[config.mk]
export PLATFORM = sky130hd
export DESIGN_NAME = instr_buffer
export DESIGN_NICKNAME = d
export VERILOG_FILES = /design/src/rtl/core_pkg.sv /design/src/rtl/instr_buffer.sv
export SDC_FILE = /design/constraint.sdc
export NUM_CORES = 1
export LEC_CHECK = 0
export BUFFER_PORTS_ARGS = -buffer_cell sky130_fd_sc_hd__buf_2
export CORE_ASPECT_RATIO = 0.7
export CORE_MARGIN = 5
export CORE_UTILIZATION = 25
export CTS_BUF_LIST = sky130_fd_sc_hd__clkbuf_4
export CTS_CLUSTER_DIAMETER = 100
export DETAILED_ROUTE_END_ITERATION = 7
export PLACE_DENSITY_LB_ADDON = 0.15
export RECOVER_POWER = 25
export SYNTH_ARGS = -nofsm -noshare
export SYNTH_HDL_FRONTEND = slang
export SYNTH_SLANG_ARGS = --single-unit
[constraint.sdc]
create_clock -name clk -period 9.45 [get_ports clk]
set_input_delay 1.89 -clock clk [delete_from_list [all_inputs] [get_ports clk]]
set_output_delay 1.89 -clock clk [all_outputs]
set_load 0.005 [all_outputs]
[src/rtl/core_pkg.sv]
package core_pkg;

    localparam int XLEN        = 32;
    localparam int REG_ADDR_W  = 5;
    localparam int NUM_REGS    = 2 ** REG_ADDR_W;
    localparam int ISSUE_WIDTH = 2;
    localparam int RF_RD_PORTS = 2 * ISSUE_WIDTH;
    localparam int IB_DEPTH    = 8;
    localparam int IB_PTR_W    = 3;

    // 3R major opcodes, instr[31:15]
    localparam logic [16:0] OPC_ADD_W  = 17'h00020;
    localparam logic [16:0] OPC_SUB_W  = 17'h00022;
    localparam logic [16:0] OPC_AND    = 17'h00029;
    localparam logic [16:0] OPC_OR     = 17'h0002a;
    localparam logic [16:0] OPC_XOR    = 17'h0002b;

    // 2RI12 opcodes, instr[31:22]
    localparam logic [9:0]  OPC_ADDI_W = 10'h00a;
    localparam logic [9:0]  OPC_ANDI   = 10'h00d;
    localparam logic [9:0]  OPC_ORI    = 10'h00e;

    // 2RI16 opcodes, instr[31:26]
    localparam logic [5:0]  OPC_BEQ    = 6'h16;
    localparam logic [5:0]  OPC_BNE    = 6'h17;

    typedef struct packed {
        logic [16:0]           opcode;
        logic [REG_ADDR_W-1:0] rk;
        logic [REG_ADDR_W-1:0] rj;
        logic [REG_ADDR_W-1:0] rd;
    } fmt_3r_t;

    typedef struct packed {
        logic [9:0]            opcode;
        logic [11:0]           si12;
        logic [REG_ADDR_W-1:0] rj;
        logic [REG_ADDR_W-1:0] rd;
    } fmt_2ri12_t;

    typedef struct packed {
        logic [5:0]            opcode;
        logic [15:0]           offs16;
        logic [REG_ADDR_W-1:0] rj;
        logic [REG_ADDR_W-1:0] rd;
    } fmt_2ri16_t;

    // rj and rd sit at the same bits in every format
    typedef union packed {
        fmt_3r_t    r3;
        fmt_2ri12_t ri12;
        fmt_2ri16_t ri16;
    } instr_u;

    typedef enum logic [2:0] {
        ALU_ADD,
        ALU_SUB,
        ALU_AND,
        ALU_OR,
        ALU_XOR,
        ALU_BEQ,
        ALU_BNE,
        ALU_NOP
    } alu_op_e;

    typedef struct packed {
        logic            valid;
        logic [XLEN-1:0] pc;
        instr_u          instr;
    } fetch_slot_t;

    // Slot 0 is the older instruction
    typedef fetch_slot_t [ISSUE_WIDTH-1:0] fetch_bundle_t;

    typedef struct packed {
        logic                  valid;
        logic [XLEN-1:0]       pc;
        alu_op_e               alu_op;
        logic [REG_ADDR_W-1:0] rj;
        // Second source, rd for branches
        logic [REG_ADDR_W-1:0] rk;
        logic                  uses_imm;
        logic [XLEN-1:0]       imm;
        logic [REG_ADDR_W-1:0] rd;
        logic                  writes_rd;
        logic                  is_branch;
    } uop_t;

    typedef struct packed {
        uop_t            uop;
        logic [XLEN-1:0] src1;
        logic [XLEN-1:0] src2;
    } issue_t;

    typedef struct packed {
        logic                  valid;
        logic [XLEN-1:0]       pc;
        logic                  rf_wen;
        logic [REG_ADDR_W-1:0] wnum;
        logic [XLEN-1:0]       wdata;
    } commit_t;

    typedef struct packed {
        logic                  valid;
        logic [REG_ADDR_W-1:0] wnum;
        logic [XLEN-1:0]       wdata;
    } fwd_t;

endpackage

[src/rtl/instr_buffer.sv]
`timescale 1ns/1ps

module instr_buffer (
    input  logic                    clk,
    input  logic                    reset_i,
    input  logic                    flush_i,
    input  core_pkg::fetch_bundle_t push_i,
    input  logic [1:0]              pop_count_i,
    output core_pkg::fetch_bundle_t head_o,
    output logic                    full_o
);

    import core_pkg::*;

    fetch_slot_t         mem_q [IB_DEPTH];
    logic [IB_PTR_W-1:0] head_q;
    logic [IB_PTR_W-1:0] tail_q;
    logic [IB_PTR_W-1:0] tail_next;
    logic [IB_PTR_W:0]   count_q;
    logic                push_en;
    logic [1:0]          push_n;

    // Stall fetch while fewer than two entries are free
    assign full_o = count_q > (IB_DEPTH - 2);

    // A flush drops the bundle offered on the same edge
    assign push_en   = !full_o && !flush_i;
    assign push_n    = push_en ? ({1'b0, push_i[0].valid} + {1'b0, push_i[1].valid}) : 2'd0;
    assign tail_next = tail_q + 1'b1;

    always_ff @(posedge clk) begin
        if (reset_i || flush_i) begin
            head_q  <= '0;
            tail_q  <= '0;
            count_q <= '0;
        end else begin
            head_q  <= head_q + IB_PTR_W'(pop_count_i);
            tail_q  <= tail_q + IB_PTR_W'(push_n);
            count_q <= count_q + (IB_PTR_W + 1)'(push_n) - (IB_PTR_W + 1)'(pop_count_i);
        end
    end

    always_ff @(posedge clk) begin
        if (push_en && push_i[0].valid) begin
            mem_q[tail_q] <= push_i[0];
        end
        if (push_en && push_i[1].valid) begin
            mem_q[tail_next] <= push_i[1];
        end
    end

    // Two oldest entries, invalid beyond the fill level
    always_comb begin
        for (int i = 0; i < ISSUE_WIDTH; i++) begin
            head_o[i]       = mem_q[head_q + IB_PTR_W'(i)];
            head_o[i].valid = count_q > i;
        end
    end

    // Dispatch never takes more than the buffer holds
    a_pop_le_count: assert property (
        @(posedge clk) disable iff (reset_i)
        pop_count_i <= count_q
    );

    // Held fetch bundles must not overfill the buffer
    a_no_push_full: assert property (
        @(posedge clk) disable iff (reset_i)
        count_q <= IB_DEPTH
    );

endmodule

Word-level counts from Yosys, hierarchy flattened

Memory sizes are Yosys's and may differ from the RTL's. A register that Yosys moved wholly into a read port is not among the register bits.
Index checks and enable logic that the tools add are counted.

Mux-type cells: 6
Magnitude comparators: 3
$add $sub $neg: 7
Reductions and logical operators: 6

Operators by type and width:

| cell                                                                 | number |
|---|---|
| 4-bit by 1-bit > comparator with 1-bit output, second input constant | 2 |
| 3-bit by 1-bit adder with 3-bit output, second input constant        | 2 |
| 3-bit by 2-bit adder with 3-bit output                               | 2 |
| 4-bit by 2-bit adder with 4-bit output                               | 1 |
| 4-bit by 3-bit > comparator with 1-bit output, second input constant | 1 |
| 1-bit 2-to-1 mux                                                     | 4 |
| 4-bit by 2-bit subtractor with 4-bit output                          | 1 |
| 1-bit logical AND                                                    | 3 |
| 3-bit 2-to-1 mux                                                     | 1 |
| 1-bit by 1-bit adder with 2-bit output                               | 1 |
| 1-bit logical NOT                                                    | 2 |
| 2-bit 2-to-1 mux                                                     | 1 |
| 1-bit logical OR                                                     | 1 |

RAM bits: 520
Input port bits: 135
Flip-flop bits (word level): 10
Memories kept: 1

Memory list:

| name  | depth | bits a word | read ports | clocked after memory_dff | write ports | line               | RTL |
|---|---|---|---|---|---|---|---|
| mem_q | 8     | 65          | 2          | 1                        | 2           | instr_buffer.sv:15 | `fetch_slot_t mem_q [IB_DEPTH];` |

Longest topological paths before layout

Word-level depth: 6
Gate-level depth with buffers: 14

Least setup slack after synthesis

OpenSTA, ideal clock, no wires.

Kind: in2reg
Start: input flush_i
End: memory mem_q[6][0] (netlist bit) (enable)
Setup time: 0.581 ns
Data arrival time: 6.814 ns
Stages: 2
Required time: 8.869 ns
Slack: 2.055 ns
Buffers on the path: 0
Cells stage by stage: nand2b_1 o31ai_1

RTL lines:

| element            | line               | RTL |
|---|---|---|
| start: declaration | instr_buffer.sv:6  | `input logic flush_i,` |
| end: declaration   | instr_buffer.sv:15 |  |

==> flow_metrics.env <==
export IMPL_outcome="finished with violations"
export IMPL_violations="max-capacitance violations, max-slew violations"
export IMPL_drive_gt1_share_pct=60.63
export IMPL_cts_buffers=151
export IMPL_p_per_area_nw_per_um2=162.6
export IMPL_drt_wl_total_mm=103.9
export IMPL_fin_nets=2114
export IMPL_end_kind="flip-flop"
export IMPL_synth_edf_count=512
export IMPL_dp_hpwl_mm=56.95
export IMPL_dieHeight_um=303.7
export IMPL_ys_async_sr_fraction_pct=0
export IMPL_cts_root_buf="clkbuf_4"
export IMPL_grt_pass1_wl_mm=148.3
export IMPL_cts_hold_buf=0
export IMPL_die_w_um=429.6
export IMPL_avgSynthCellArea_um2=18.80
export IMPL_period_minus_slack_ns=7.860
export IMPL_clkTransAtPathRegs_ns=0.06
export IMPL_holdPathStages=2
export IMPL_rsz0062_at_grt="false"
export IMPL_p_leak_nw=11.61
export IMPL_arrival_ns=8.27
export IMPL_grt_max_degree=132
export IMPL_synth_nets=1790
export IMPL_worstSkewPairLatency_ns=1.11
export IMPL_most_common_layout_cells="512 x edfxtp_1, 363 x mux2_2, 264 x buf_2, 256 x mux4_2, 225 x clkbuf_4"
export IMPL_yosysWarnings=0
export IMPL_syn2layout_area_growth_pct=14.48
export IMPL_initial_core_util_pct=25.23
export IMPL_die_area_um2=130500
export IMPL_synth_seq_area_share_pct=50.55
export IMPL_antenna_found_initial=27
export IMPL_fin_tns_setup_ns=0
export IMPL_num_vias=17841
export IMPL_numPortBuffers=265
export IMPL_slew_headroom_pct=-304.5
export IMPL_routed_via_density=4.787
export IMPL_drt_iter0_markers=1142
export IMPL_fin_ws_ns=1.590
export IMPL_critical_path_class="input pin to flip-flop"
export IMPL_worst_pin_slew_ns=6.068
export IMPL_preCtsSetupSlack_ns=3.729
export IMPL_final_hold_viol_count=0
export IMPL_cts_tree="yes"
export IMPL_rows=107
export IMPL_final_common_cell="edfxtp_1"
export IMPL_gp_congestion=0.7065
export IMPL_htreeDepth=4
export IMPL_placed_cells=3445
export IMPL_globalRouteTotalUtil_pct=15.72
export IMPL_synth_cell_types=34
export IMPL_drv_slew=324
export IMPL_power_mw=5.733
export IMPL_first_pass_iters=5
export IMPL_core_um2=122100
export IMPL_ctsResizeCount=0
export IMPL_min_period_over_period_pct=83.17
export IMPL_holdWs_ns=0.6281
export IMPL_worstPathMaxFanout=65
export IMPL_instances_no_fill=3727
export IMPL_synth_flop_cell="edfxtp_1"
export IMPL_rr_worst_depth=8
export IMPL_wl_per_cell_um=27.87
export IMPL_setup_viol=0
export IMPL_grt_pass1_vias=19675
export IMPL_drc=0
export IMPL_crit_path_start_kind="input pin"
export IMPL_synth_seq_cells=522
export IMPL_hold_class="flip-flop to flip-flop"
export IMPL_drv_cap=9
export IMPL_cts_max_path_buffers=3
export IMPL_fin_skew_ns=0.08158
export IMPL_syn_inst=1639
export IMPL_max_clock_freq_ghz=0.1272
export IMPL_ant_nets=0
export IMPL_io_pins=266
export IMPL_numClockSinks=522
export IMPL_postCtsSetupBuffers=0
export IMPL_overflow=0
export IMPL_synth_area_um2=30810
export IMPL_worst_endpoint_required_ns=9.86
export IMPL_worst_ir_drop_vdd_v=0.0001043
[metal layers]
| layer | routed length, um | share of wire (%) | GRT usage [%] | vias to the layer above |
|---|---|---|---|---|
| met5 | 96 | 0.092 | 0.5100 | - |
| met4 | 2249 | 2.2 | 4.667 | 14 |
| met3 | 4988 | 4.8 | 3.764 | 175 |
| met2 | 50800 | 49 | 26.10 | 484 |
| met1 | 45740 | 44 | 20.37 | 9546 |
| li1 | - | - | - | 7622 |
[flip-flops by register name, indices dropped and copies added (netlist names)]
register / flops
count_q: 4
mem_q: 512
head_q: 3
tail_q: 3
[report_power, final]
group	total, mW	internal [mW]	switching (mW)	leakage, nW
Sequential	2.66	2.62	0.0395	4.73
Combinational	0.866	0.441	0.425	5.74
Clock	2.21	1.14	1.07	1.14
Total	5.73	4.20	1.53	11.6
[Yosys cell counts, drive strengths merged, types with 6 or more instances]
library cell  instances  area share, %
mux2                640             26
edfxtp              512             50
mux4                256             19
buf                 104            2.5
clkbuf               23           0.28
nor2                 17           0.21
ha                   12           0.49
inv                  12           0.15
dfxtp                10           0.65
a21o                  8           0.19
and2                  6           0.12
nand2                 6          0.081
[critical path: stages]
cell and delay (ns):
clkbuf_1 0.20, and3b_1 0.25, nand4_1 0.10, clkdlybuf4s25_1 4.42, o31ai_4 0.26, clkbuf_1 1.09
[per-stage QoR]
| stage | utilization [%] | instance area [um2] |
|---|---|---|
| floorplan | - | 30810 |
| global placement | 27.67 | 33780 |
| detailed placement | 27.67 | 33780 |
| finish | 28.89 | 35270 |
| global route | 28.88 | 35260 |
| CTS | 29.23 | 35690 |
[final timing paths]
kind | start | end | slack, ns
worst max-delay path | flush_i | mem_q[2][13] | 1.59
worst min-delay path | tail_q[2] | tail_q[2] | 0.63
worst max register to register | count_q[3] | mem_q[2][13] | 1.80
worst min register to register | tail_q[2] | tail_q[2] | 0.63
[area by class of cell]
class / instances / area [um2]
antenna: 17 / 42.54
clock buffer: 225 / 1689
clock inverter: 40 / 226.5
fill: 12313 / 86830
inverter: 12 / 45.04
multi-input combinational: 978 / 14050
sequential: 522 / 15590
tap: 1635 / 2046
timing repair buffer: 298 / 1587
[kinds of logic (layout without fill, tap and decap cells)]
kind of cell | Yosys count | count (layout) | share of synthesized area (%)
muxes | 897 | 897 | 44.57
other | 0 | 17 | 0
and+or+nand+nor | 46 | 46 | 0.7514
adders and majority gates | 16 | 16 | 0.7473
buffers and inverters | 139 | 575 | 2.904
xor gates and xnor gates | 7 | 7 | 0.1990
AOI/OAI and AO/OA | 12 | 12 | 0.2762
DFF | 522 | 522 | 50.55
Power figures use the tool's default switching activity.
