`src/rtl/core_pkg.sv`:
```
package core_pkg;

    localparam int XLEN        = 32;
    localparam int REG_ADDR_W  = 5;
    localparam int NUM_REGS    = 2 ** REG_ADDR_W;
    localparam int ISSUE_WIDTH = 2;
    localparam int RF_RD_PORTS = 2 * ISSUE_WIDTH;
    localparam int IB_DEPTH    = 8;
    localparam int IB_PTR_W    = 3;

    // 3R major opcodes, instr[31:15]
    localparam logic [16:0] OPC_ADD_W  = 17'h00020;
    localparam logic [16:0] OPC_SUB_W  = 17'h00022;
    localparam logic [16:0] OPC_AND    = 17'h00029;
    localparam logic [16:0] OPC_OR     = 17'h0002a;
    localparam logic [16:0] OPC_XOR    = 17'h0002b;

    // 2RI12 opcodes, instr[31:22]
    localparam logic [9:0]  OPC_ADDI_W = 10'h00a;
    localparam logic [9:0]  OPC_ANDI   = 10'h00d;
    localparam logic [9:0]  OPC_ORI    = 10'h00e;

    // 2RI16 opcodes, instr[31:26]
    localparam logic [5:0]  OPC_BEQ    = 6'h16;
    localparam logic [5:0]  OPC_BNE    = 6'h17;

    typedef struct packed {
        logic [16:0]           opcode;
        logic [REG_ADDR_W-1:0] rk;
        logic [REG_ADDR_W-1:0] rj;
        logic [REG_ADDR_W-1:0] rd;
    } fmt_3r_t;

    typedef struct packed {
        logic [9:0]            opcode;
        logic [11:0]           si12;
        logic [REG_ADDR_W-1:0] rj;
        logic [REG_ADDR_W-1:0] rd;
    } fmt_2ri12_t;

    typedef struct packed {
        logic [5:0]            opcode;
        logic [15:0]           offs16;
        logic [REG_ADDR_W-1:0] rj;
        logic [REG_ADDR_W-1:0] rd;
    } fmt_2ri16_t;

    // rj and rd sit at the same bits in every format
    typedef union packed {
        fmt_3r_t    r3;
        fmt_2ri12_t ri12;
        fmt_2ri16_t ri16;
    } instr_u;

    typedef enum logic [2:0] {
        ALU_ADD,
        ALU_SUB,
        ALU_AND,
        ALU_OR,
        ALU_XOR,
        ALU_BEQ,
        ALU_BNE,
        ALU_NOP
    } alu_op_e;

    typedef struct packed {
        logic            valid;
        logic [XLEN-1:0] pc;
        instr_u          instr;
    } fetch_slot_t;

    // Slot 0 is the older instruction
    typedef fetch_slot_t [ISSUE_WIDTH-1:0] fetch_bundle_t;

    typedef struct packed {
        logic                  valid;
        logic [XLEN-1:0]       pc;
        alu_op_e               alu_op;
        logic [REG_ADDR_W-1:0] rj;
        // Second source, rd for branches
        logic [REG_ADDR_W-1:0] rk;
        logic                  uses_imm;
        logic [XLEN-1:0]       imm;
        logic [REG_ADDR_W-1:0] rd;
        logic                  writes_rd;
        logic                  is_branch;
    } uop_t;

    typedef struct packed {
        uop_t            uop;
        logic [XLEN-1:0] src1;
        logic [XLEN-1:0] src2;
    } issue_t;

    typedef struct packed {
        logic                  valid;
        logic [XLEN-1:0]       pc;
        logic                  rf_wen;
        logic [REG_ADDR_W-1:0] wnum;
        logic [XLEN-1:0]       wdata;
    } commit_t;

    typedef struct packed {
        logic                  valid;
        logic [REG_ADDR_W-1:0] wnum;
        logic [XLEN-1:0]       wdata;
    } fwd_t;

endpackage

```
`src/rtl/execute_lane.sv`:
```
`timescale 1ns/1ps

module execute_lane (
    input  logic                        clk,
    input  logic                        reset_i,
    input  core_pkg::issue_t            issue_i,
    output core_pkg::fwd_t              fwd_o,
    output logic                        taken_o,
    output logic [core_pkg::XLEN-1:0]   target_o,
    output core_pkg::commit_t           commit_o
);

    import core_pkg::*;

    uop_t                  uop;
    logic [XLEN-1:0]       op_b;
    logic [XLEN-1:0]       result;
    logic                  equal;
    logic                  wen;

    logic                  valid_q;
    logic                  wen_q;
    logic [XLEN-1:0]       pc_q;
    logic [REG_ADDR_W-1:0] wnum_q;
    logic [XLEN-1:0]       wdata_q;

    assign uop   = issue_i.uop;
    assign op_b  = uop.uses_imm ? uop.imm : issue_i.src2;
    assign equal = issue_i.src1 == issue_i.src2;

    always_comb begin
        case (uop.alu_op)
            ALU_ADD: result = issue_i.src1 + op_b;
            ALU_SUB: result = issue_i.src1 - op_b;
            ALU_AND: result = issue_i.src1 & op_b;
            ALU_OR:  result = issue_i.src1 | op_b;
            ALU_XOR: result = issue_i.src1 ^ op_b;
            default: result = '0;
        endcase
    end

    assign wen = uop.valid && uop.writes_rd;

    // Branch resolution
    assign taken_o  = uop.valid && uop.is_branch &&
                      ((uop.alu_op == ALU_BEQ) ? equal : !equal);
    assign target_o = uop.pc + uop.imm;

    // Result seen by dispatch in the same cycle
    assign fwd_o.valid = wen;
    assign fwd_o.wnum  = uop.rd;
    assign fwd_o.wdata = result;

    always_ff @(posedge clk) begin
        if (reset_i) begin
            valid_q <= 1'b0;
            wen_q   <= 1'b0;
        end else begin
            valid_q <= uop.valid;
            wen_q   <= wen;
        end
    end

    // No-write commits show zero number and data
    always_ff @(posedge clk) begin
        pc_q    <= uop.pc;
        wnum_q  <= wen ? uop.rd : '0;
        wdata_q <= wen ? result : '0;
    end

    assign commit_o.valid  = valid_q;
    assign commit_o.pc     = pc_q;
    assign commit_o.rf_wen = wen_q;
    assign commit_o.wnum   = wnum_q;
    assign commit_o.wdata  = wdata_q;

    // A taken branch commits next cycle without a write
    a_taken_commits: assert property (
        @(posedge clk) disable iff (reset_i)
        taken_o |=> commit_o.valid && !commit_o.rf_wen
    );

endmodule

```
`config.mk`:
```
export PLATFORM = sky130hd
export DESIGN_NAME = execute_lane
export DESIGN_NICKNAME = d
export VERILOG_FILES = /design/src/rtl/core_pkg.sv /design/src/rtl/execute_lane.sv
export SDC_FILE = /design/constraint.sdc
export NUM_CORES = 1
export LEC_CHECK = 0
export ABC_AREA = 0
export BUFFER_PORTS_ARGS = -buffer_cell sky130_fd_sc_hd__buf_2
export CAP_MARGIN = 20
export CORE_MARGIN = 5
export CORE_UTILIZATION = 45
export CTS_CLUSTER_SIZE = 24
export DETAILED_ROUTE_END_ITERATION = 7
export GPL_TIMING_DRIVEN = 0
export PLACE_DENSITY = 0.76
export SLEW_MARGIN = 20
export SYNTH_ARGS = -nofsm -noshare
export SYNTH_HDL_FRONTEND = slang
export SYNTH_SLANG_ARGS = --single-unit
```
`constraint.sdc`:
```
create_clock -name clk -period 5.6 [get_ports clk]
set_input_delay 0.56 -clock clk [delete_from_list [all_inputs] [get_ports clk]]
set_output_delay 0.56 -clock clk [all_outputs]
set_load 0.02 [all_outputs]
```
* Word level (Yosys, flattened, before mapping)
Index checks and enable logic that the tools add are counted.
Word-level totals: RAM bits 0, register bits after elaboration 71, memories kept 0, ROM bits 0, input port bits 152, logic and storage cells 25, output and inout bits 142, latch bits 0
Cells by class: reduce and logical (&&, ||, !) cells 5, order comparisons 0, shifts and indexed selects 0, div/mod/pow operators 0, add/sub/neg operators 3, bitwise gates (word level) 3, muxes and demuxes 3, multiply operators 0, equal/unequal tests 6
Operator list (count):
- $pmux W32 S5 | 1
- $add A32 B32 Y32 | 2
- $and A32 B32 Y32 | 1
- $eq A32 B32 Y1 | 1
- $mux W32 | 1
- $or A32 B32 Y32 | 1
- $sub A32 B32 Y32 | 1
- $xor A32 B32 Y32 | 1
- $eq A3 B2 Y1 const B | 2
- $eq A3 B3 Y1 const B | 2
- $eq A3 B1 Y1 const B | 1
- $logic_and A1 B1 Y1 | 3
- $logic_not A3 Y1 | 1
- $logic_not A1 Y1 | 1
- $mux W1 | 1

* Longest topological paths before layout
Gate-level depths: netlist (run 1).
depth in word-level cells 4, mapped depth 25, depth with buffers taken out 19

* Worst setup path before layout (run 1)
No wires, ideal clock.
path kind input -> output, start point in issue_i[103] in the netlist's numbering, end point out fwd_o[26] in the netlist's numbering, required time 5.040 ns, path slack -0.014 ns, stages on the path 23, buffers on the path 7, arrival time 5.054 ns, cell sequence buf_6 buf_8 buf_6 buf_6 buf_2 buf_2 mux2i_1 ha_1 o211ai_1 nor3_2 nand2_1 o21ai_2 a21oi_1 xnor2_1 ha_1 buf_4 nand4_1 nor3_2 nor3b_2 and3b_2 o31a_4 xor2_1 o21ai_0
RTL lines:
- start: declaration | RTL line execute_lane.sv:6 | input core_pkg::issue_t issue_i,
- end: declaration | RTL line execute_lane.sv:7 | output core_pkg::fwd_t fwd_o,

==> metrics, run 1 <==
status=finished clean; Post-synth top flop=dfxtp_1; Crit path depth=21; pin count of the biggest net entering global routing=20; final antenna-violating net count=0; footprint of the multi-input gates=6520 um^2; per-cell routed wire length=18.4 um; CP Cell Sequence=buf_6 -> buf_16 -> mux2i_4 -> ha_4 -> o211ai_1 -> nor3_2 -> nand2_2 -> o21ai_2 -> buf_4 -> xnor2_1 -> ha_1 -> a21oi_1 -> o21ai_0 -> a221o_1 -> o21ai_1 -> nand3_1 -> o21ai_2 -> a32oi_1 -> mux2i_1 -> nand2_1 -> buf_2; register area share after synthesis=between 10% and 20%; syn nets=about 1.4k; Syn Inst Count=1080; cell area power density=approximately 220 nW/um^2; Synth Area in Compound Gates=between 20% and 30%; Max clock buf depth=2; CTS tree=done; Hold WS=between 0.3 and 0.4 ns; CP max stage delay=0.41 ns; most frequent CP cell=o21ai_2; die area=about 22000 um^2; EDFF count, synth=0; adder-cell share of the synthesized area=19.4%; endpoints failing setup=0; Die Width=approximately 150 um; cell row count=50; post-DP HPWL=roughly 25000 um; Clock Tree Root=clkbuf_16; GR Overflow Total=0; layout cell share with drive strength beyond 1=between 20% and 30%; Die Y=147 um; DRC=0; GR Layer Usage met3=approximately 6.7%; first-pass GRT wire length=roughly 44000 um; Top-Level Pins=294; Reg clk slew, reported paths=0.06 ns; final WL=29600 um; Crit Path Category=input pin to output pin; post-synthesis cell type count=between 70 and 80; grt met1 use=31.0%; mux contribution to synthesized area=~4.2%; P_leak=0.00531 uW; largest family of logic cells by synthesized area=compound AO/OA/AOI/OAI gates; global routing's busiest layer=met2; Area after DPL=10200 um^2; Mapped Area=roughly 8500 um^2; Max-Cap Viols=0; Final Max Tran Viols=0; required time of the worst setup path=5.04 ns; initial core utilization=a little under half; vias per std cell=about 5.6; Reg area=1420 um^2; Slowest-stage cell, CP=a221o_1; worst slew pin tran=a little under 0.7 ns; Crit path max-delay family=compound AO/OA/AOI/OAI gates; gr usage total=25.6%; commonest non-fill, non-tap cell in the layout=buf_2; Final Instance Area=roughly 11000 um^2; vias in the first global route=about 8.6k; Hold/Removal Path Class=input pin to register; final hold viol count=0; Hold Crit Depth=1; Post-Synth XOR/XNOR Area=between 10% and 20%; yosys warns=0; DR pass1 iterations=5; Synth Area in Simple Gates=a little under a fifth; final net count=~1.7k; clk sinks=between 70 and 80; VDD IR max=between 0.1 and 0.15 mV; most frequent cells in the layout=buf_2 (286), ha_1 (127), a21oi_1 (108); unrepaired setup endpoints after global routing=false; crit end category=output pin; Final Wtd Congestion=0.979; ys async rst share=0%; Via Count=9118; Avg Cell Area, Syn=7.83 um^2; Seq cells post-synth=just over 70; initial DRC count=534; antenna violations before repair=8; CTS H-tree depth=3; Worst EP arrival=about 4.8 ns; met2 global-route usage=between 40 and 50%; area delta synth->final=25.0%; Slew Limit Headroom=a little over half; Num CTS Buffers=9; Final Cycle Share=~95%; WP buf/inv=4; Peak Freq=roughly 190 MHz; Fillers=~1.8k; critical-path maximum fanout=28; Startpoint Class=input pin; minimum clock period=~5.3 ns; Port Buffers=280; Core ar.=around 19000 um^2
==> cell families after synthesis <==
group           Yosys count
buf+inv                 134
mux                      34
compound gates          296
xor+xnor                114
flops                    71
simple gates            301
fa+ha+maj               130
==> metrics by stage <==
step / utilization, % / total power (uW) / setup slack [ns] / TNS (ns) / cells
after floorplan: - / 1360 / 0.0238 / 0 / 1080
after global placement: 54.7 / 1710 / -1.14 / -17.16 / 1594
after detailed placement: 54.7 / 1730 / -1.14 / -18.52 / 1594
after CTS: 56.6 / 2340 / 0.0278 / 0 / 1610
after global routing: 56.9 / 2480 / 0.0467 / 0 / 1615
final: 56.9 / 2320 / 0.256 / 0 / 1615
==> sequential cells by signal, summed over array words and instances, names as in the netlist <==
register and cells:
wen_q 1, wnum_q 5, pc_q 32, valid_q 1
wdata_q 32
==> synth_stat cells, types with 5 or more instances <==
cell type	instances	area share, %
nor2b_1	8	0.59
o21bai_1	12	1.1
a21o_1	25	2.2
nor3_1	16	0.95
buf_4	9	0.80
o31ai_1	5	0.44
a221o_1	5	0.59
and3_1	12	0.89
nand2b_1	11	0.81
nand3_1	22	1.3
a211o_1	5	0.52
ha_1	128	19
nand4_1	19	1.4
o221ai_1	8	0.83
dfxtp_1	71	17
nor2_1	81	3.6
xor2_1	22	2.3
o21a_1	11	0.98
xnor2_1	92	9.5
clkbuf_1	25	1.1
a31oi_1	12	0.89
nor4_1	7	0.52
inv_1	87	3.9
o21ai_0	49	2.9
buf_2	7	0.41
and2_1	33	2.4
a211oi_1	13	1.2
mux2i_1	30	3.5
o211ai_1	6	0.53
a21oi_1	110	6.5
nand2_1	63	2.8
==> cell type report <==
class | count | area share (%)
Tap cell | 234 | 2.77
Buffer | 43 | 2.21
Multi-Input combinational cell | 875 | 61.6
Clock buffer | 9 | 2.13
Antenna cell | 1 | 0.0237
Sequential cell | 71 | 13.4
Clock inverter | 7 | 0.686
Inverter | 87 | 3.09
Timing Repair Buffer | 288 | 14.0
==> routing by layer <==
layer | routed length [um] | vias up
met3 | 2870 | 72
met5 | 81 | -
met4 | 999 | 14
li1 | - | 4407
met2 | 13900 | 438
met1 | 11800 | 4187
==> power breakdown <==
group	leakage (uW)	total (uW)	internal (uW)	switching (uW)
logic	0.00458	1200	465	737
registers	0.000589	538	532	5.40
clock network	0.000142	583	345	237
total	0.00531	2320	1340	980
==> worst paths after layout <==
kind	start	end	slack, ns
setup / recovery	issue_i[103]	fwd_o[31]	0.26
hold / removal	issue_i[123]	pc_q[6]$_DFF_P_	0.33
==> timing repair <==
item                                    4_1_cts  5_1_grt
endpoints found under the setup margin       28       12
pin swaps                                     1        2
buffers inserted                              2        4
hold endpoints to repair                      0        0
hold buffers                                  0        0
gates cloned                                  1        0
gates resized for setup                      11       10
No activity file was read; power rests on OpenSTA's default activity.
==> run 2: changes to the inputs <==
Settings changed: CORE_MARGIN 5 to not set, CORE_UTILIZATION 45 to 47, PLACE_DENSITY 0.76 to 0.79.
==> metrics, run 2 (synthesis results as in run 1) <==
clk sinks=just over 70; per-cell routed wire length=roughly 18 um; GR Overflow Total=0; die area=18500 um^2; cell row count=48; Final Cycle Share=95.6%; Hold/Removal Path Class=input pin to register; worst slew pin tran=1.05 ns; endpoints failing setup=0; Peak Freq=~190 MHz; Worst EP arrival=around 4.8 ns; Final Wtd Congestion=between 0.9 and 1; final hold viol count=0; initial core utilization=between 40% and 50%; Max-Cap Viols=0; CTS tree=done; minimum clock period=around 5.4 ns; hold_buf cts=0; cell area power density=between 200 and 250 nW/um^2; Max clock buf depth=2; required time of the worst setup path=around 5.0 ns; Slowest-stage cell, CP=clkbuf_1; final net count=around 1.7k; P_leak=around 0.0053 uW; vias in the first global route=~8.4k; post-DP HPWL=between 20000 and 25000 um; final WL=28500 um; commonest non-fill, non-tap cell in the layout=buf_2; Top-Level Pins=around 300; CTS H-tree depth=3; footprint of the multi-input gates=about 6500 um^2; Slew Limit Headroom=around 29%; WP buf/inv=3; setup_tns=0 ns; Setup WS post-layout=0.244 ns; Fillers=around 1.6k; Startpoint Class=input pin; status=finished clean; DRC=0; vias per std cell=between 5 and 6; initial DRC count=545; Die Width=between 100 and 150 um; Final Util=60.6%; Crit Path Category=input pin to output pin; layout cell share with drive strength beyond 1=between 20% and 30%; Pwr Total=roughly 2300 uW; biggest regs=pc_q: 32 flops, wdata_q: 32 flops, wnum_q: 5 flops; DP Worst Slack=-1.16 ns; area delta synth->final=24.8%; Port Buffers=between 200 and 300; Reg clk slew, reported paths=~0.070 ns; Core ar.=around 17000 um^2; antenna violations before repair=3; crit end category=output pin; final antenna-violating net count=0; CP Cell Sequence=clkbuf_1 -> nor2_1 -> nand2_1 -> clkbuf_1 -> a21oi_1 -> ha_1 -> nor2b_1 -> o211ai_1 -> a31oi_1 -> nand3_1 -> a21oi_1 -> nor2_1 -> or2_2 -> a211o_1 -> nand3_1 -> buf_2; Crit path max-delay family=simple AND/OR/NAND/NOR gates; unrepaired setup endpoints after global routing=false; Num CTS Buffers=9; critical-path maximum fanout=10; gr usage total=30.1%; Clock Tree Root=clkbuf_16; Reg area=1420 um^2; Via Count=between 9k and 10k; most frequent cells in the layout=buf_2 (285), ha_1 (127), a21oi_1 (109); Final Max Tran Viols=0; first-pass GRT wire length=roughly 43000 um; CP max stage delay=0.47 ns; VDD IR max=between 0.15 and 0.2 mV; pin count of the biggest net entering global routing=20; DR pass1 iterations=5; Die Y=approximately 140 um
[run 2: changes by cell type in the layout (fill, tap and decap cells not counted), sizes merged]
| cell | before | now |
|---|---|---|
| buf | 305 | 302 |
| clkinv | 3 | 2 |
| diode | 1 | 2 |
| inv | 88 | 89 |
[run 2: what timing repair did]
| item | in CTS | in global routing |
|---|---|---|
| pin swaps | 1 | 3 |
| setup endpoints to repair | 26 | 14 |
| resized for setup | 12 | 11 |
| setup buffers | 1 | 3 |
| cloned | 1 | 0 |
[run 2: final timing paths]
check | depth (start not counted) | slack, ns | from | end
worst max-delay path | 16 | 0.24 | issue_i[116] | fwd_o[27]
worst min-delay path | 1 | 0.33 | issue_i[143] | pc_q[26]$_DFF_P_
[run 2: per-layer routing]
layer / up-vias / routed length [um] / track usage (%)
li1: 4405 / - / -
met1: 4169 / 11600 / 37.2
met2: 419 / 13500 / 51.1
met3: 64 / 2250 / 5.15
met4: 2 / 1060 / 13.2
met5: - / 15 / 0
[run 2: through the flow]
| stage | std cells | cell area (um^2) | hold slack, ns |
|---|---|---|---|
| floorplan | 1080 | 8460 | 0.588 |
| global placement | 1585 | 10100 | 0.680 |
| detailed placement | 1585 | 10100 | 0.681 |
| CTS | 1600 | 10500 | 0.319 |
| global route | 1602 | 10600 | 0.315 |
| finish | 1604 | 10600 | 0.329 |
[run 2: report_power, final]
part | internal [uW] | total, uW | switching [uW]
Sequential | 532 | 538 | 5.65
Clock | 350 | 609 | 259
Combinational | 465 | 1200 | 732
Total | 1350 | 2340 | 997
[run 2: final cells by class]
class	instances	share of cell area, %
multi-input cells	875	61.8
repair buffers	285	13.9
flip-flops and latches	71	13.5
inverters	87	3.09
well taps	225	2.67
plain buffers	43	2.22
clock buffers	9	2.13
clock inverters	7	0.758
diodes	2	0.0474
