### src/rtl/core_pkg.sv
package core_pkg;

    localparam int XLEN        = 32;
    localparam int REG_ADDR_W  = 5;
    localparam int NUM_REGS    = 2 ** REG_ADDR_W;
    localparam int ISSUE_WIDTH = 2;
    localparam int RF_RD_PORTS = 2 * ISSUE_WIDTH;
    localparam int IB_DEPTH    = 8;
    localparam int IB_PTR_W    = 3;

    // 3R major opcodes, instr[31:15]
    localparam logic [16:0] OPC_ADD_W  = 17'h00020;
    localparam logic [16:0] OPC_SUB_W  = 17'h00022;
    localparam logic [16:0] OPC_AND    = 17'h00029;
    localparam logic [16:0] OPC_OR     = 17'h0002a;
    localparam logic [16:0] OPC_XOR    = 17'h0002b;

    // 2RI12 opcodes, instr[31:22]
    localparam logic [9:0]  OPC_ADDI_W = 10'h00a;
    localparam logic [9:0]  OPC_ANDI   = 10'h00d;
    localparam logic [9:0]  OPC_ORI    = 10'h00e;

    // 2RI16 opcodes, instr[31:26]
    localparam logic [5:0]  OPC_BEQ    = 6'h16;
    localparam logic [5:0]  OPC_BNE    = 6'h17;

    typedef struct packed {
        logic [16:0]           opcode;
        logic [REG_ADDR_W-1:0] rk;
        logic [REG_ADDR_W-1:0] rj;
        logic [REG_ADDR_W-1:0] rd;
    } fmt_3r_t;

    typedef struct packed {
        logic [9:0]            opcode;
        logic [11:0]           si12;
        logic [REG_ADDR_W-1:0] rj;
        logic [REG_ADDR_W-1:0] rd;
    } fmt_2ri12_t;

    typedef struct packed {
        logic [5:0]            opcode;
        logic [15:0]           offs16;
        logic [REG_ADDR_W-1:0] rj;
        logic [REG_ADDR_W-1:0] rd;
    } fmt_2ri16_t;

    // rj and rd sit at the same bits in every format
    typedef union packed {
        fmt_3r_t    r3;
        fmt_2ri12_t ri12;
        fmt_2ri16_t ri16;
    } instr_u;

    typedef enum logic [2:0] {
        ALU_ADD,
        ALU_SUB,
        ALU_AND,
        ALU_OR,
        ALU_XOR,
        ALU_BEQ,
        ALU_BNE,
        ALU_NOP
    } alu_op_e;

    typedef struct packed {
        logic            valid;
        logic [XLEN-1:0] pc;
        instr_u          instr;
    } fetch_slot_t;

    // Slot 0 is the older instruction
    typedef fetch_slot_t [ISSUE_WIDTH-1:0] fetch_bundle_t;

    typedef struct packed {
        logic                  valid;
        logic [XLEN-1:0]       pc;
        alu_op_e               alu_op;
        logic [REG_ADDR_W-1:0] rj;
        // Second source, rd for branches
        logic [REG_ADDR_W-1:0] rk;
        logic                  uses_imm;
        logic [XLEN-1:0]       imm;
        logic [REG_ADDR_W-1:0] rd;
        logic                  writes_rd;
        logic                  is_branch;
    } uop_t;

    typedef struct packed {
        uop_t            uop;
        logic [XLEN-1:0] src1;
        logic [XLEN-1:0] src2;
    } issue_t;

    typedef struct packed {
        logic                  valid;
        logic [XLEN-1:0]       pc;
        logic                  rf_wen;
        logic [REG_ADDR_W-1:0] wnum;
        logic [XLEN-1:0]       wdata;
    } commit_t;

    typedef struct packed {
        logic                  valid;
        logic [REG_ADDR_W-1:0] wnum;
        logic [XLEN-1:0]       wdata;
    } fwd_t;

endpackage

### src/rtl/decoder.sv
`timescale 1ns/1ps

module decoder (
    input  core_pkg::fetch_slot_t slot_i,
    output core_pkg::uop_t        uop_o
);

    import core_pkg::*;

    instr_u          word;
    logic [XLEN-1:0] si12_sext;
    logic [XLEN-1:0] ui12_zext;
    logic [XLEN-1:0] offs_sext;

    assign word      = slot_i.instr;
    assign si12_sext = {{(XLEN - 12){word.ri12.si12[11]}}, word.ri12.si12};
    assign ui12_zext = {{(XLEN - 12){1'b0}}, word.ri12.si12};
    // Word offset becomes a byte offset
    assign offs_sext = {{(XLEN - 18){word.ri16.offs16[15]}}, word.ri16.offs16, 2'b00};

    always_comb begin
        uop_o        = '0;
        uop_o.valid  = slot_i.valid;
        uop_o.pc     = slot_i.pc;
        uop_o.alu_op = ALU_NOP;
        uop_o.rj     = word.r3.rj;
        uop_o.rk     = word.r3.rk;
        uop_o.rd     = word.r3.rd;

        // Opcode spaces of the three formats do not overlap
        case (word.r3.opcode)
            OPC_ADD_W: uop_o.alu_op = ALU_ADD;
            OPC_SUB_W: uop_o.alu_op = ALU_SUB;
            OPC_AND:   uop_o.alu_op = ALU_AND;
            OPC_OR:    uop_o.alu_op = ALU_OR;
            OPC_XOR:   uop_o.alu_op = ALU_XOR;
            default:   ;
        endcase

        case (word.ri12.opcode)
            OPC_ADDI_W: begin
                uop_o.alu_op   = ALU_ADD;
                uop_o.uses_imm = 1'b1;
                uop_o.imm      = si12_sext;
            end
            OPC_ANDI: begin
                uop_o.alu_op   = ALU_AND;
                uop_o.uses_imm = 1'b1;
                uop_o.imm      = ui12_zext;
            end
            OPC_ORI: begin
                uop_o.alu_op   = ALU_OR;
                uop_o.uses_imm = 1'b1;
                uop_o.imm      = ui12_zext;
            end
            default: ;
        endcase

        // Branches compare rj with rd
        if (word.ri16.opcode == OPC_BEQ || word.ri16.opcode == OPC_BNE) begin
            uop_o.alu_op    = (word.ri16.opcode == OPC_BEQ) ? ALU_BEQ : ALU_BNE;
            uop_o.rk        = word.ri16.rd;
            uop_o.imm       = offs_sext;
            uop_o.is_branch = 1'b1;
        end

        uop_o.writes_rd = (uop_o.alu_op != ALU_NOP) && !uop_o.is_branch &&
                          (word.r3.rd != '0);
    end

endmodule

### config.mk
export PLATFORM = sky130hd
export DESIGN_NAME = decoder
export DESIGN_NICKNAME = d
export VERILOG_FILES = /design/src/rtl/core_pkg.sv /design/src/rtl/decoder.sv
export SDC_FILE = /design/constraint.sdc
export NUM_CORES = 1
export LEC_CHECK = 0
export BUFFER_PORTS_ARGS = -buffer_cell sky130_fd_sc_hd__clkbuf_2
export CORE_AREA = 2 2 59 61
export DETAILED_ROUTE_END_ITERATION = 8
export DIE_AREA = 0 0 61 63
export PLACE_DENSITY_LB_ADDON = 0.15
export RECOVER_POWER = 25
export SLEW_MARGIN = 20
export SYNTH_ARGS = -nofsm -noshare
export SYNTH_HDL_FRONTEND = slang
export SYNTH_SLANG_ARGS = --single-unit
export TNS_END_PERCENT = 5
### constraint.sdc
create_clock -name vclk -period 2.65
set_input_delay 0.1325 -clock vclk [all_inputs]
set_output_delay 0.1325 -clock vclk [all_outputs]
set_load 0.02 [all_outputs]
Word level (Yosys, flattened, before mapping)
Cells that the tools add are included.
{ "totals": {"reg_bits": 0, "input_bits": 65, "out_inout_bits": 86} }
{ "op_classes": {"reduce_logical": 6, "mux": 8, "n_eq_ne": 11} }
{ "op_table": {"columns": ["op", "count"], "rows": [
  ["$eq A17 B6 Y1 const B", 5],
  ["$pmux W33 S2", 1],
  ["$mux W32", 1],
  ["$eq A10 B4 Y1 const B", 3],
  ["$pmux W3 S5", 1],
  ["$eq A6 B5 Y1 const B", 2],
  ["$pmux W3 S3", 1],
  ["$mux W5", 1],
  ["$reduce_bool A5 Y1", 1],
  ["$mux W3", 1],
  ["$ne A3 B3 Y1 const B", 1],
  ["$logic_and A1 B1 Y1", 2],
  ["$mux W2", 1],
  ["$reduce_or A2 Y1", 1],
  ["$logic_not A1 Y1", 1],
  ["$logic_or A1 B1 Y1", 1],
  ["$mux W1", 1]
]} }

Logic depth before layout (Yosys ltp)
Gate-level depths: netlist of run 1.
{ "depth": {"ltp_word": 7, "mapped_depth": 6, "mapped_depth_nobuf": 5} }

Worst setup path before layout of run 1
Ideal clock, no wire load.
{ "synth_path": {"path_type": "input-to-output", "start": "input port slot_i[27] (netlist bit)", "end": "output port uop_o[25] (netlist bit)", "arrival_ps": 1527, "path_buffers": 1, "stages": 5, "slack_ps": 990, "path_cell_list": "nor4_4 nand4_2 nor3b_4 a21o_1 buf_4"} }
{ "synth_lines": {"columns": ["item", "line_no", "rtl"], "rows": [
  ["start, declared", "decoder.sv:4", "input core_pkg::fetch_slot_t slot_i,"],
  ["end, declared", "decoder.sv:5", "output core_pkg::uop_t uop_o"]
]} }

==> results.txt, run 1 <==
- After routing, the total negative slack on setup checks comes to 0 ns.
- Dividing the synthesized area by the synthesized cell count gives 7.14 um^2.
* Data arrival at the endpoint of the critical path: 1.76 ns
- Starting density of the core: 27.8%
- Dividing total power by cell area gives a power density of 103 nW/um^2.
- At the pin with the least slew margin, the transition time is 0.373 ns.
* Area fraction in and, or, nand and nor cells after synthesis: 24.9%
* Hold Path Class: primary input to primary output
- Global placer's final weighted congestion: 0.646
- Once the clock tree was built, the setup fixing pass inserted 0 buffers.
* Diode count: 0
* Full die area: 3840 um^2
- Hold buffer count at CTS: 0
- Maximum cell stage delay along the critical path: 0.39 ns
* Fraction of synthesized cell area taken by the top area cell type: 49.2%
- Overall power: 0.0905 mW
- Critical-path cell with the highest stage delay: a21o_1
* CP required: 2.52 ns
- The area growth from synthesis to layout is -2.78%.
- CP most frequent cell: clkbuf_2
- After technology mapping, the gate count stands at 126.
* Via count of the first global-routing pass: 718
- For this run, the number of Yosys warnings is 0.
- The number of buffers and inverters on the critical path is 3.
* Antenna violations before repair: 0
- VDD sags by at most 0.0229 mV.
- TritonRoute pass-1 iters: 4
- Fraction of synthesized cell area in xor and xnor cells: 0.974%
- By area, the combinational part of the netlist is dominated by buffers and inverters.
- The count of buffers added on input and output ports is 75.
- The synthesized netlist devotes 0% of its cell area to adder and majority cells.
- Multiplexer cells account for 0% of the synthesized area.
- Post-synthesis instance area: 900 um^2
* Crit Path Class: primary input to primary output
* Total via count in the routed design: 859
- RSZ-0062 raised after global routing: false
* Final hold violation count: 0
- Leakage power: 0.547 nW
* Routed wire length per instance: 12.8 um
- In this run the remaining antenna-violating nets after routing total 0.
- The tool flagged a number of max-cap violations equal to 0.
- Syn Nets: 191
- Max_slew headroom: 75.1%
- First-pass GRT wire length: 3280 um
- Final sequential cell count: 0
* Final global-route overflow total: 0
- Period Utilization, post-route: 71.3%
- Largest cells by area after synthesis: buf_4, nand2_1, a22o_2
- Total setup violations reported at the end of the flow: 0
* Post-synthesis cell type with the largest combined area: buf_4
- After detailed routing, the number of remaining DRC violations is 0.
* Initial detailed-routing violation count: 46
* Core Region: 3230 um^2
- Sequential share of the synthesized area: 0%
- The worst setup path is launched from a primary input.
* Critical path cell sequence: clkbuf_2 > nor2_1 > nand4_2 > inv_2 > a21o_1 > clkbuf_2
- STA classifies the critical path endpoint as a primary output.
- Number of placement rows: 21
- The final max-slew violation count is 0.
* Family with the most delay on the worst path: buffers and inverters
* Via-to-Cell Ratio: 4.62
- The flow ran to the end, and the final reports show no timing, DRC or antenna violations.
* Crit path to: uop_o[28]
- Detailed placement finished with a half-perimeter wire length of 2080 um.
* # resized after CTS: 0
* Area fraction in compound gates after synthesis: 22.4%
- Distinct cell type count after synthesis: 31
* Sequential Area: 0 um^2
- Chip Width: 61 um
- The most critical setup path has its startpoint at slot_i[29].
* Final wirelength: 2380 um
- Layout clock buffers: 0
- Nets: 207
- Share of cells above drive strength 1: 62.9%
- The worst path needs 1.89 ns of the cycle, external delays included.
- Combined global-route utilization of all metal layers: 10.7%
- Worst path depth: 6
- Maximum number of pins on one net before global-route repair: 24
- Timing-limited maximum frequency: 0.530 GHz
- 151 I/O pins were placed.
* Area of the multi-input gates: 434 um^2
* Filler cells: 390
* Biggest fanout along the worst timing path: 23
* Die boundary height: 63 um
==> final cells by class <==
type               count  area share [%]
inverters              2           0.858
multi-input cells     63            49.6
well taps             46            6.58
repair buffers        75            42.9
==> report_power, final <==
group	leakage [nW]	switching, mW	total, mW	internal (mW)
clock	0	0	0	0
combinational	0.547	0.0560	0.0905	0.0345
sequential	0	0	0	0
total	0.547	0.0560	0.0905	0.0345
==> worst min-delay path by stage <==
| stage | from | endpoint | depth (start not counted) |
|---|---|---|---|
| 2_1_floorplan | slot_i[0] | uop_o[2] | 1 |
| 3_3_place_gp | slot_i[38] | uop_o[59] | 0 |
| 3_5_place_dp | slot_i[38] | uop_o[59] | 0 |
| 4_1_cts | slot_i[38] | uop_o[59] | 0 |
| 5_1_grt | slot_i[42] | uop_o[63] | 0 |
| 6_report | slot_i[36] | uop_o[57] | 0 |
==> synth_stat cells, drive strengths merged <==
master / instances
nor2b: 1
inv: 2
clkbuf: 1
nand2b: 1
o2111a: 1
nor4b: 1
nand4: 3
or2: 1
or4: 1
nand2: 16
nand3: 1
a22o: 10
o21ai: 3
buf: 60
nor4: 2
o221a: 1
and2: 3
nor3: 1
a21oi: 3
a21o: 5
nor2: 4
xnor2: 1
o22a: 1
nor3b: 2
o31ai: 1
==> layout by cell type, fill, tap and decap left out <==
master    synthesis  layout
inv_2             1       1
o22a_1            1       1
clkbuf_2          0      75
o21ai_0           3       3
a22o_2            5       5
o221a_2           1       1
nor3b_1           1       1
o31ai_1           1       1
nand4_1           1       1
and2_1            3       3
or4_1             1       1
nor4b_1           1       1
nand3_1           1       1
nor2b_1           1       1
a22o_1            5       5
inv_1             1       1
a21o_1            5       5
nand4_2           2       2
nand2b_1          1       1
nand2_1          16      16
nor4_4            1       1
xnor2_1           1       1
o2111a_2          1       1
nor4_1            1       1
nor2_1            4       4
nor3_1            1       1
a21oi_1           3       3
nor3b_4           1       1
or2_2             1       1
==> metrics by stage <==
stage               instance area (um^2)  hold WS, ns  utilization [%]  setup slack (ns)  cells
floorplan                            900        0.378                -             0.990    126
global placement                     875        0.265             27.1             0.801    186
detailed placement                   875        0.265             27.1             0.724    186
CTS                                  875        0.265             27.1             0.721    186
global route                         875        0.265             27.1             0.601    186
finish                               875        0.265             27.1             0.761    186
==> cells by family (layout without fill, tap and decap cells) <==
logic type,count (synthesis),count (layout)
buffers and inverters,63,77
AND/OR/NAND/NOR,37,37
AO/OA/AOI/OAI,25,25
XOR/XNOR,1,1
==> layer usage <==
layer / GRT usage, % / share of wire [%]
met4: 1.63 / 1.1
met2: 20.3 / 48
met3: 3.52 / 15
met5: 0 / 0
met1: 11.1 / 35
(Power assumes the default switching activity.)
==> inputs of run 2 (changes only) <==
- ABC_AREA: unset -> 1
- CORE_AREA: 2 2 59 61 -> unset
- CORE_UTILIZATION: unset -> 33
- DIE_AREA: 0 0 61 63 -> unset
- clock period: 2.65 -> 1.9 ns (I/O delays scaled with it)
==> run 2 against run 1 <==
Total power is 65% higher. Sequential share of layout area is the same. Die area decreased by 5.5%. Routed wire length increased by 14%. Combinational power up 66%. Utilization up 8.7 points. Synthesized cell count rose by 60%. First-iteration DRC count shrank 20%. Critical path type unchanged. Largest cell class unchanged.
==> results.txt, run 2 <==
* Result of the run: finished clean
* Hold Path Class: primary input to primary output
- Most instantiated cells after synthesis: buf_4, nand2_1, inv_1
- Initial detailed-routing violation count: 37 (-20%)
- By startpoint and endpoint, the worst setup path is classified as primary input to primary output.
* Critical-path cell with the highest stage delay: nor2_4
- Most frequent standard cell in the layout excluding fill and tap cells: clkbuf_2
- Hold buffer count at CTS: 0 (unchanged)
* Nets: 286 (+38%)
- The share of the synthesized area in the top cell type came to 38.2% (-11 points).
* Final worst path period need: 1.44 ns
- The number of nets with antenna violations after detailed routing was 0 (unchanged).
- The first-pass detailed-route iteration total was 4 (unchanged).
- The height of the die was 60.3 um (-4.4%).
- The areal power density over the cells came to 134 nW/um^2 (+29%).
- Overall power: 0.150 mW (+65%)
- Worst setup slack after layout: 0.460 ns (-0.301 ns)
* Post-layout instance area: 1120 um^2 (+28%)
* Via-to-Cell Ratio: 4.34 (-6.0%)
- Critical path buffers and inverters: 2 (-1)
- Walking the worst path, the cells encountered are clkbuf_2 > nor2_2 > nand2_2 > nor2_4 > nand2_2 > a21oi_1 > o21ai_0 > nand2_1 > nor2_2 > a21oi_2 > clkbuf_2.
- STA classifies the critical path startpoint as a primary input.
- Maximum cell stage delay along the critical path: 0.18 ns (-0.21 ns)
- Post-CTS setup buffer count: 0 (unchanged)
* Maximum vdd drop: 0.0382 mV (+67%)
- First-pass GRT wire length: 3730 um (+14%)
* Starting density of the core: 35.8% (+8.0 points)
* Largest cells by area after synthesis: buf_4, nand2_1, inv_1
- Cell count after synthesis: 202 (+60%)
* Worst-margin pin slew: 0.332 ns (-0.0410 ns)
- The number of diodes added for antenna fixing came to 0 (unchanged).
- The sequential cell count was 0 (unchanged).
* Timing-limited maximum frequency: 0.695 GHz
- buf_4 takes more of the synthesized area than any other cell.
* CP required: 1.80 ns (-0.72 ns)
- The setup TNS after final layout is 0 ns (unchanged).
* Cell Area, Placed: 1120 um^2 (+28%)
- The post-detailed-route wirelength per cell is 10.3 um (-19%).
* Full die area: 3630 um^2 (-5.5%)
* Final wirelength: 2710 um (+14%)
- In the finished design, the share of the clock period the worst path needs comes to 75.8%.
- Total of warnings raised by yosys: 0 (unchanged)
* Leakage power: 0.693 nW (+27%)
* Number of placement rows: 20 (-4.8%)
- The largest net degree at the start of global routing is 22 (-8.3%).
* Distinct cell type count after synthesis: 24 (-23%)
* Sequential Area: 0 um^2 (unchanged)
- Core Region: 3130 um^2 (-3.2%)
- The final-report hold violation count came to 0 (unchanged).
- The port buffer count is 75 (unchanged).
- The number of clock buffers in the layout came to 0 (unchanged).
- Worst slack on hold paths: 0.190 ns (-0.0750 ns)
* # resized after CTS: 0 (unchanged)
* Data arrival at the endpoint of the critical path: 1.34 ns (-0.42 ns)
- Post-detail-place hpwl: 2340 um (+13%)
* Syn Nets: 267 (+40%)
- The final-report setup violation count came to 0 (unchanged).
- Max_slew headroom: 77.7% (+2.6 points)
- Global placer's final weighted congestion: 0.812 (+26%)
- Biggest fanout along the worst timing path: 7 (-70%)
* Chip Width: 60.3 um (-1.2%)
* Number of ports placed on the die boundary: 151 (unchanged)
- Post-synthesis instance area: 1120 um^2 (+24%)
* Share of cells above drive strength 1: 43.4% (-19 points)
* Total via count in the routed design: 1142 (+33%)
* Average instance area after synthesis: 5.54 um^2 (-22%)
* Area overhead of the layout relative to synthesis: -0.224%
- The count of unresolved DRC violations after routing was 0 (unchanged).
- Pre-CTS worst setup slack: 0.454 ns (-0.270 ns)
- The final max-slew violation count was 0 (unchanged).
- Max Cap Viol: 0 (unchanged)
* Antenna violations before repair: 0 (unchanged)
- Setup repair after global routing left no endpoint under its margin.
- Kind of end point of the critical path: primary output
- By instance count, the leading cell after synthesis is buf_4.
- Family with the most delay on the worst path: simple AND/OR/NAND/NOR gates
- Most frequent cells in the layout: clkbuf_2, nand2_1, inv_1
- Sequential share of the synthesized area: 0% (unchanged)
- Via count of the first global-routing pass: 846 (+18%)
- The total grt overflow came to 0 (unchanged).
- Combined global-route utilization of all metal layers: 13.2% (+2.5 points)
run 2: through the flow:
step           util, %  instances
6_report          35.7        263
4_1_cts           35.7        263
3_3_place_gp      35.7        263
3_5_place_dp      35.7        263
2_1_floorplan        -        202
5_1_grt           35.7        263
run 2: cell families (layout without fill, tap and decap cells):
| family | after synthesis | in the layout | synth area share (%) |
|---|---|---|---|
| AND/OR/NAND/NOR | 85 | 85 | 36.1 |
| AO/OA/AOI/OAI | 25 | 25 | 13.2 |
| buffers and inverters | 92 | 109 | 50.7 |
run 2: cell type report:
| class | count | area (um^2) |
|---|---|---|
| timing repair buffer | 77 | 390 |
| tap | 44 | 55.1 |
| multi-input combinational | 110 | 552 |
| inverter | 32 | 120 |
| fill | 359 | 2010 |
run 2: path summary, 6_finish.rpt:
path	endpoint	from	slack, ns	depth (start not counted)
max	uop_o[1]	slot_i[24]	0.46	11
min	uop_o[54]	slot_i[33]	0.19	0
run 2: routing by layer:
metal | up-vias | track usage, % | wire length [um]
li1 | 608 | - | -
met1 | 483 | 18.5 | 1250
met2 | 47 | 22.3 | 1230
met3 | 4 | 0.866 | 203
met4 | 0 | 1.66 | 23
met5 | - | 0 | 0
run 2: where the power goes:
part / switching, mW / internal, mW
combinational: 0.0980 / 0.0515
clock: 0 / 0
sequential: 0 / 0
total: 0.0980 / 0.0515
==> inputs of run 3 (changes only) <==
- clock period: 1.9 -> 1.41 ns (I/O delays scaled with it)
==> run 3 against run 2 <==
Die area did not move. Setup slack got worse by 0.40 ns. Global-route usage rose by 0.71 points. Sequential share of layout area did not move. Cell area rose by 9.4%. Non-clock buffer count rose by 2. Routed wire length rose by 3.4%. Combinational power rose by 51%. Count of clock-buffer cells in the layout did not move. Largest power group unchanged. Highest routed layer unchanged.
==> results.txt, run 3 (synthesized netlist as in run 2, its figures left out) <==
- Setup repair after global routing could not meet its margin everywhere.
- Via-to-Cell Ratio: 4.48 (+3.2%)
* Type of element launching the critical path: primary input
- The number of diodes added for antenna fixing came to 0 (unchanged).
- Hold endpoint: uop_o[45]
- On the critical path the largest part of the delay comes from simple AND/OR/NAND/NOR gates.
* Critical-path cell with the highest stage delay: nor2_4
- Cell Pwr Density: 186 nW/um^2 (+39%)
* Filler cells: 357 (-0.56%)
- The initial standard-cell utilization of the core is 35.8% (unchanged).
- The smallest setup slack after layout is 0.0649 ns (-0.395 ns).
- Clock network fraction of total power: 0% (unchanged)
- The number of clock buffers in the layout was 0 (unchanged).
- The height of the die came to 60.3 um (unchanged).
- The final net count was 288 (+0.70%).
- Post-route non-filler standard cell count: 265 (+0.76%)
- Number of ports placed on the die boundary: 151 (unchanged)
- The total routed wirelength was 2800 um (+3.4%).
* Worst slack on hold paths: 0.141 ns (-0.0490 ns)
* Portion of total power attributed to combinational logic: 100.0% (about the same)
* Critical path cell sequence: buf_6 > nor2_4 > nand2_2 > nor2_4 > nand2_2 > a21oi_1 > o21ai_0 > nand2_1 > nor2_2 > a21oi_2 > clkbuf_8
* Most frequent standard cell in the layout excluding fill and tap cells: clkbuf_2
- DRC: 0 (unchanged)
* Result of the run: finished clean
- The worst setup path is of the primary input to primary output kind.
- Post-detail-place hpwl: 2400 um (+2.3%)
- The overall fraction of global-route tracks in use was 13.9% (+0.71 points).
- Post-layout instance area: 1220 um^2 (+9.4%)
- The area used by sequential logic in the layout came to 0 um^2 (unchanged).
* Final sequential cell count: 0 (unchanged)
- In the layout the commonest cells are clkbuf_2, nand2_1, inv_1.
- The final-report hold violation count is 0 (unchanged).
* Core Region: 3130 um^2 (unchanged)
- Total setup violations reported at the end of the flow: 0 (unchanged)
- Number of stages on the worst hold path: 0 (unchanged)
- Max Cap Viol: 0 (unchanged)
- Post-CTS setup buffer count: 0 (unchanged)
* Pint: 0.0850 mW (+65%)
- The switching share of power came to 62.6% (-2.9 points).
- Placed cell count: 265 (+0.76%)
- The routing usage on met3 is 0.433% (-0.43 points).
* Sw Pwr: 0.142 mW (+45%)
- Number of placement rows: 20 (unchanged)
* Full die area: 3630 um^2 (unchanged)
* Hold Path Class: primary input to primary output
- Total via count in the routed design: 1188 (+4.0%)
- TritonRoute pass-1 iters: 4 (unchanged)
- The worst IR drop on VDD was 0.0673 mV (+76%).
* Initial detailed-routing violation count: 33 (-11%)
- The worst setup path is captured at a primary output.
- GR met1 Demand/Resource: 19.6% (+1.1 points)
- The leakage power total is 0.728 nW (+5.1%).
* Worst-margin pin slew: 0.399 ns (+0.0667 ns)
- The total power of the final layout was 0.227 mW (+52%).
* Residual antenna-violating net count after detailed routing: 0 (unchanged)
* Number of port buffers: 75 (unchanged)
* Met2 Usage GRT: 23.7% (+1.4 points)
- The delay of the slowest cell on the worst path is 0.17 ns (about the same).
* Routed wire length per instance: 10.6 um (+2.6%)
* Setup_tns: 0 ns (unchanged)
* Timing-limited maximum frequency: 0.743 GHz
* Grt peak-use layer: met2
- Share of cells above drive strength 1: 47.1% (+3.7 points)
* Sequential share of power: 0% (unchanged)
- The largest net degree at the start of global routing was 22 (unchanged).
- The worst path in the final design needs a cycle of 1.35 ns, including I/O delays and setup.
- CP required: 1.34 ns (-0.46 ns)
* Period Utilization, post-route: 95.4%
* Via count of the first global-routing pass: 897 (+6.0%)
* Max_slew headroom: 73.2% (-4.5 points)
* Area overhead of the layout relative to synthesis: 9.16%
- Data arrival at the endpoint of the critical path: 1.27 ns (-0.07 ns)
- The initial antenna violation count came to 0 (unchanged).
- Final global-route overflow total: 0 (unchanged)
* Cell Area, Placed: 1140 um^2 (+1.7%)
* Chip Width: 60.3 um (unchanged)
* Global placer's final weighted congestion: 0.803 (-1.1%)
* Hold wc startpoint: slot_i[5]
* Biggest fanout along the worst timing path: 7 (unchanged)
- The worst setup slack before clock tree synthesis is -0.0119 ns (-0.466 ns).
- Critical path buffers and inverters: 2 (unchanged)
* Max Slew Vio Count: 0 (unchanged)
- First-pass GRT wire length: 3960 um (+6.1%)
* Final core utilization: 39.1% (+3.4 points)
==> run 3: worst max path at each step <==
stage	endpoint	depth (start not counted)	start
floorplan	uop_o[25]	6	slot_i[30]
global placement	uop_o[1]	11	slot_i[24]
detailed placement	uop_o[1]	11	slot_i[24]
CTS	uop_o[1]	13	slot_i[23]
global route	uop_o[1]	13	slot_i[30]
finish	uop_o[1]	11	slot_i[27]
==> run 3: what timing repair did <==
item,CTS,global route
setup endpoints to repair,1,24
gates resized for setup,5,26
pin swaps,2,11
hold buffers,0,0
==> run 3: area by class of cell <==
type / instances / area, um^2 / share of cell area [%]
inverters: 32 / 120 / 9.83
multi-input cells: 110 / 599 / 49.0
well taps: 44 / 55.1 / 4.50
repair buffers: 79 / 448 / 36.6
==> run 3: power groups by stage <==
stage	clock network, mW	registers, mW	logic [mW]
detailed placement	0	0	0.206
finish	0	0	0.227
global placement	0	0	0.207
global route	0	0	0.250
floorplan	0	0	0.281
CTS	0	0	0.210
==> run 3: metal layers <==
layer	up-vias	part of all wire (%)
met4	0	0.71
met1	500	44
met3	6	7.0
li1	616	-
met5	-	0
met2	66	49
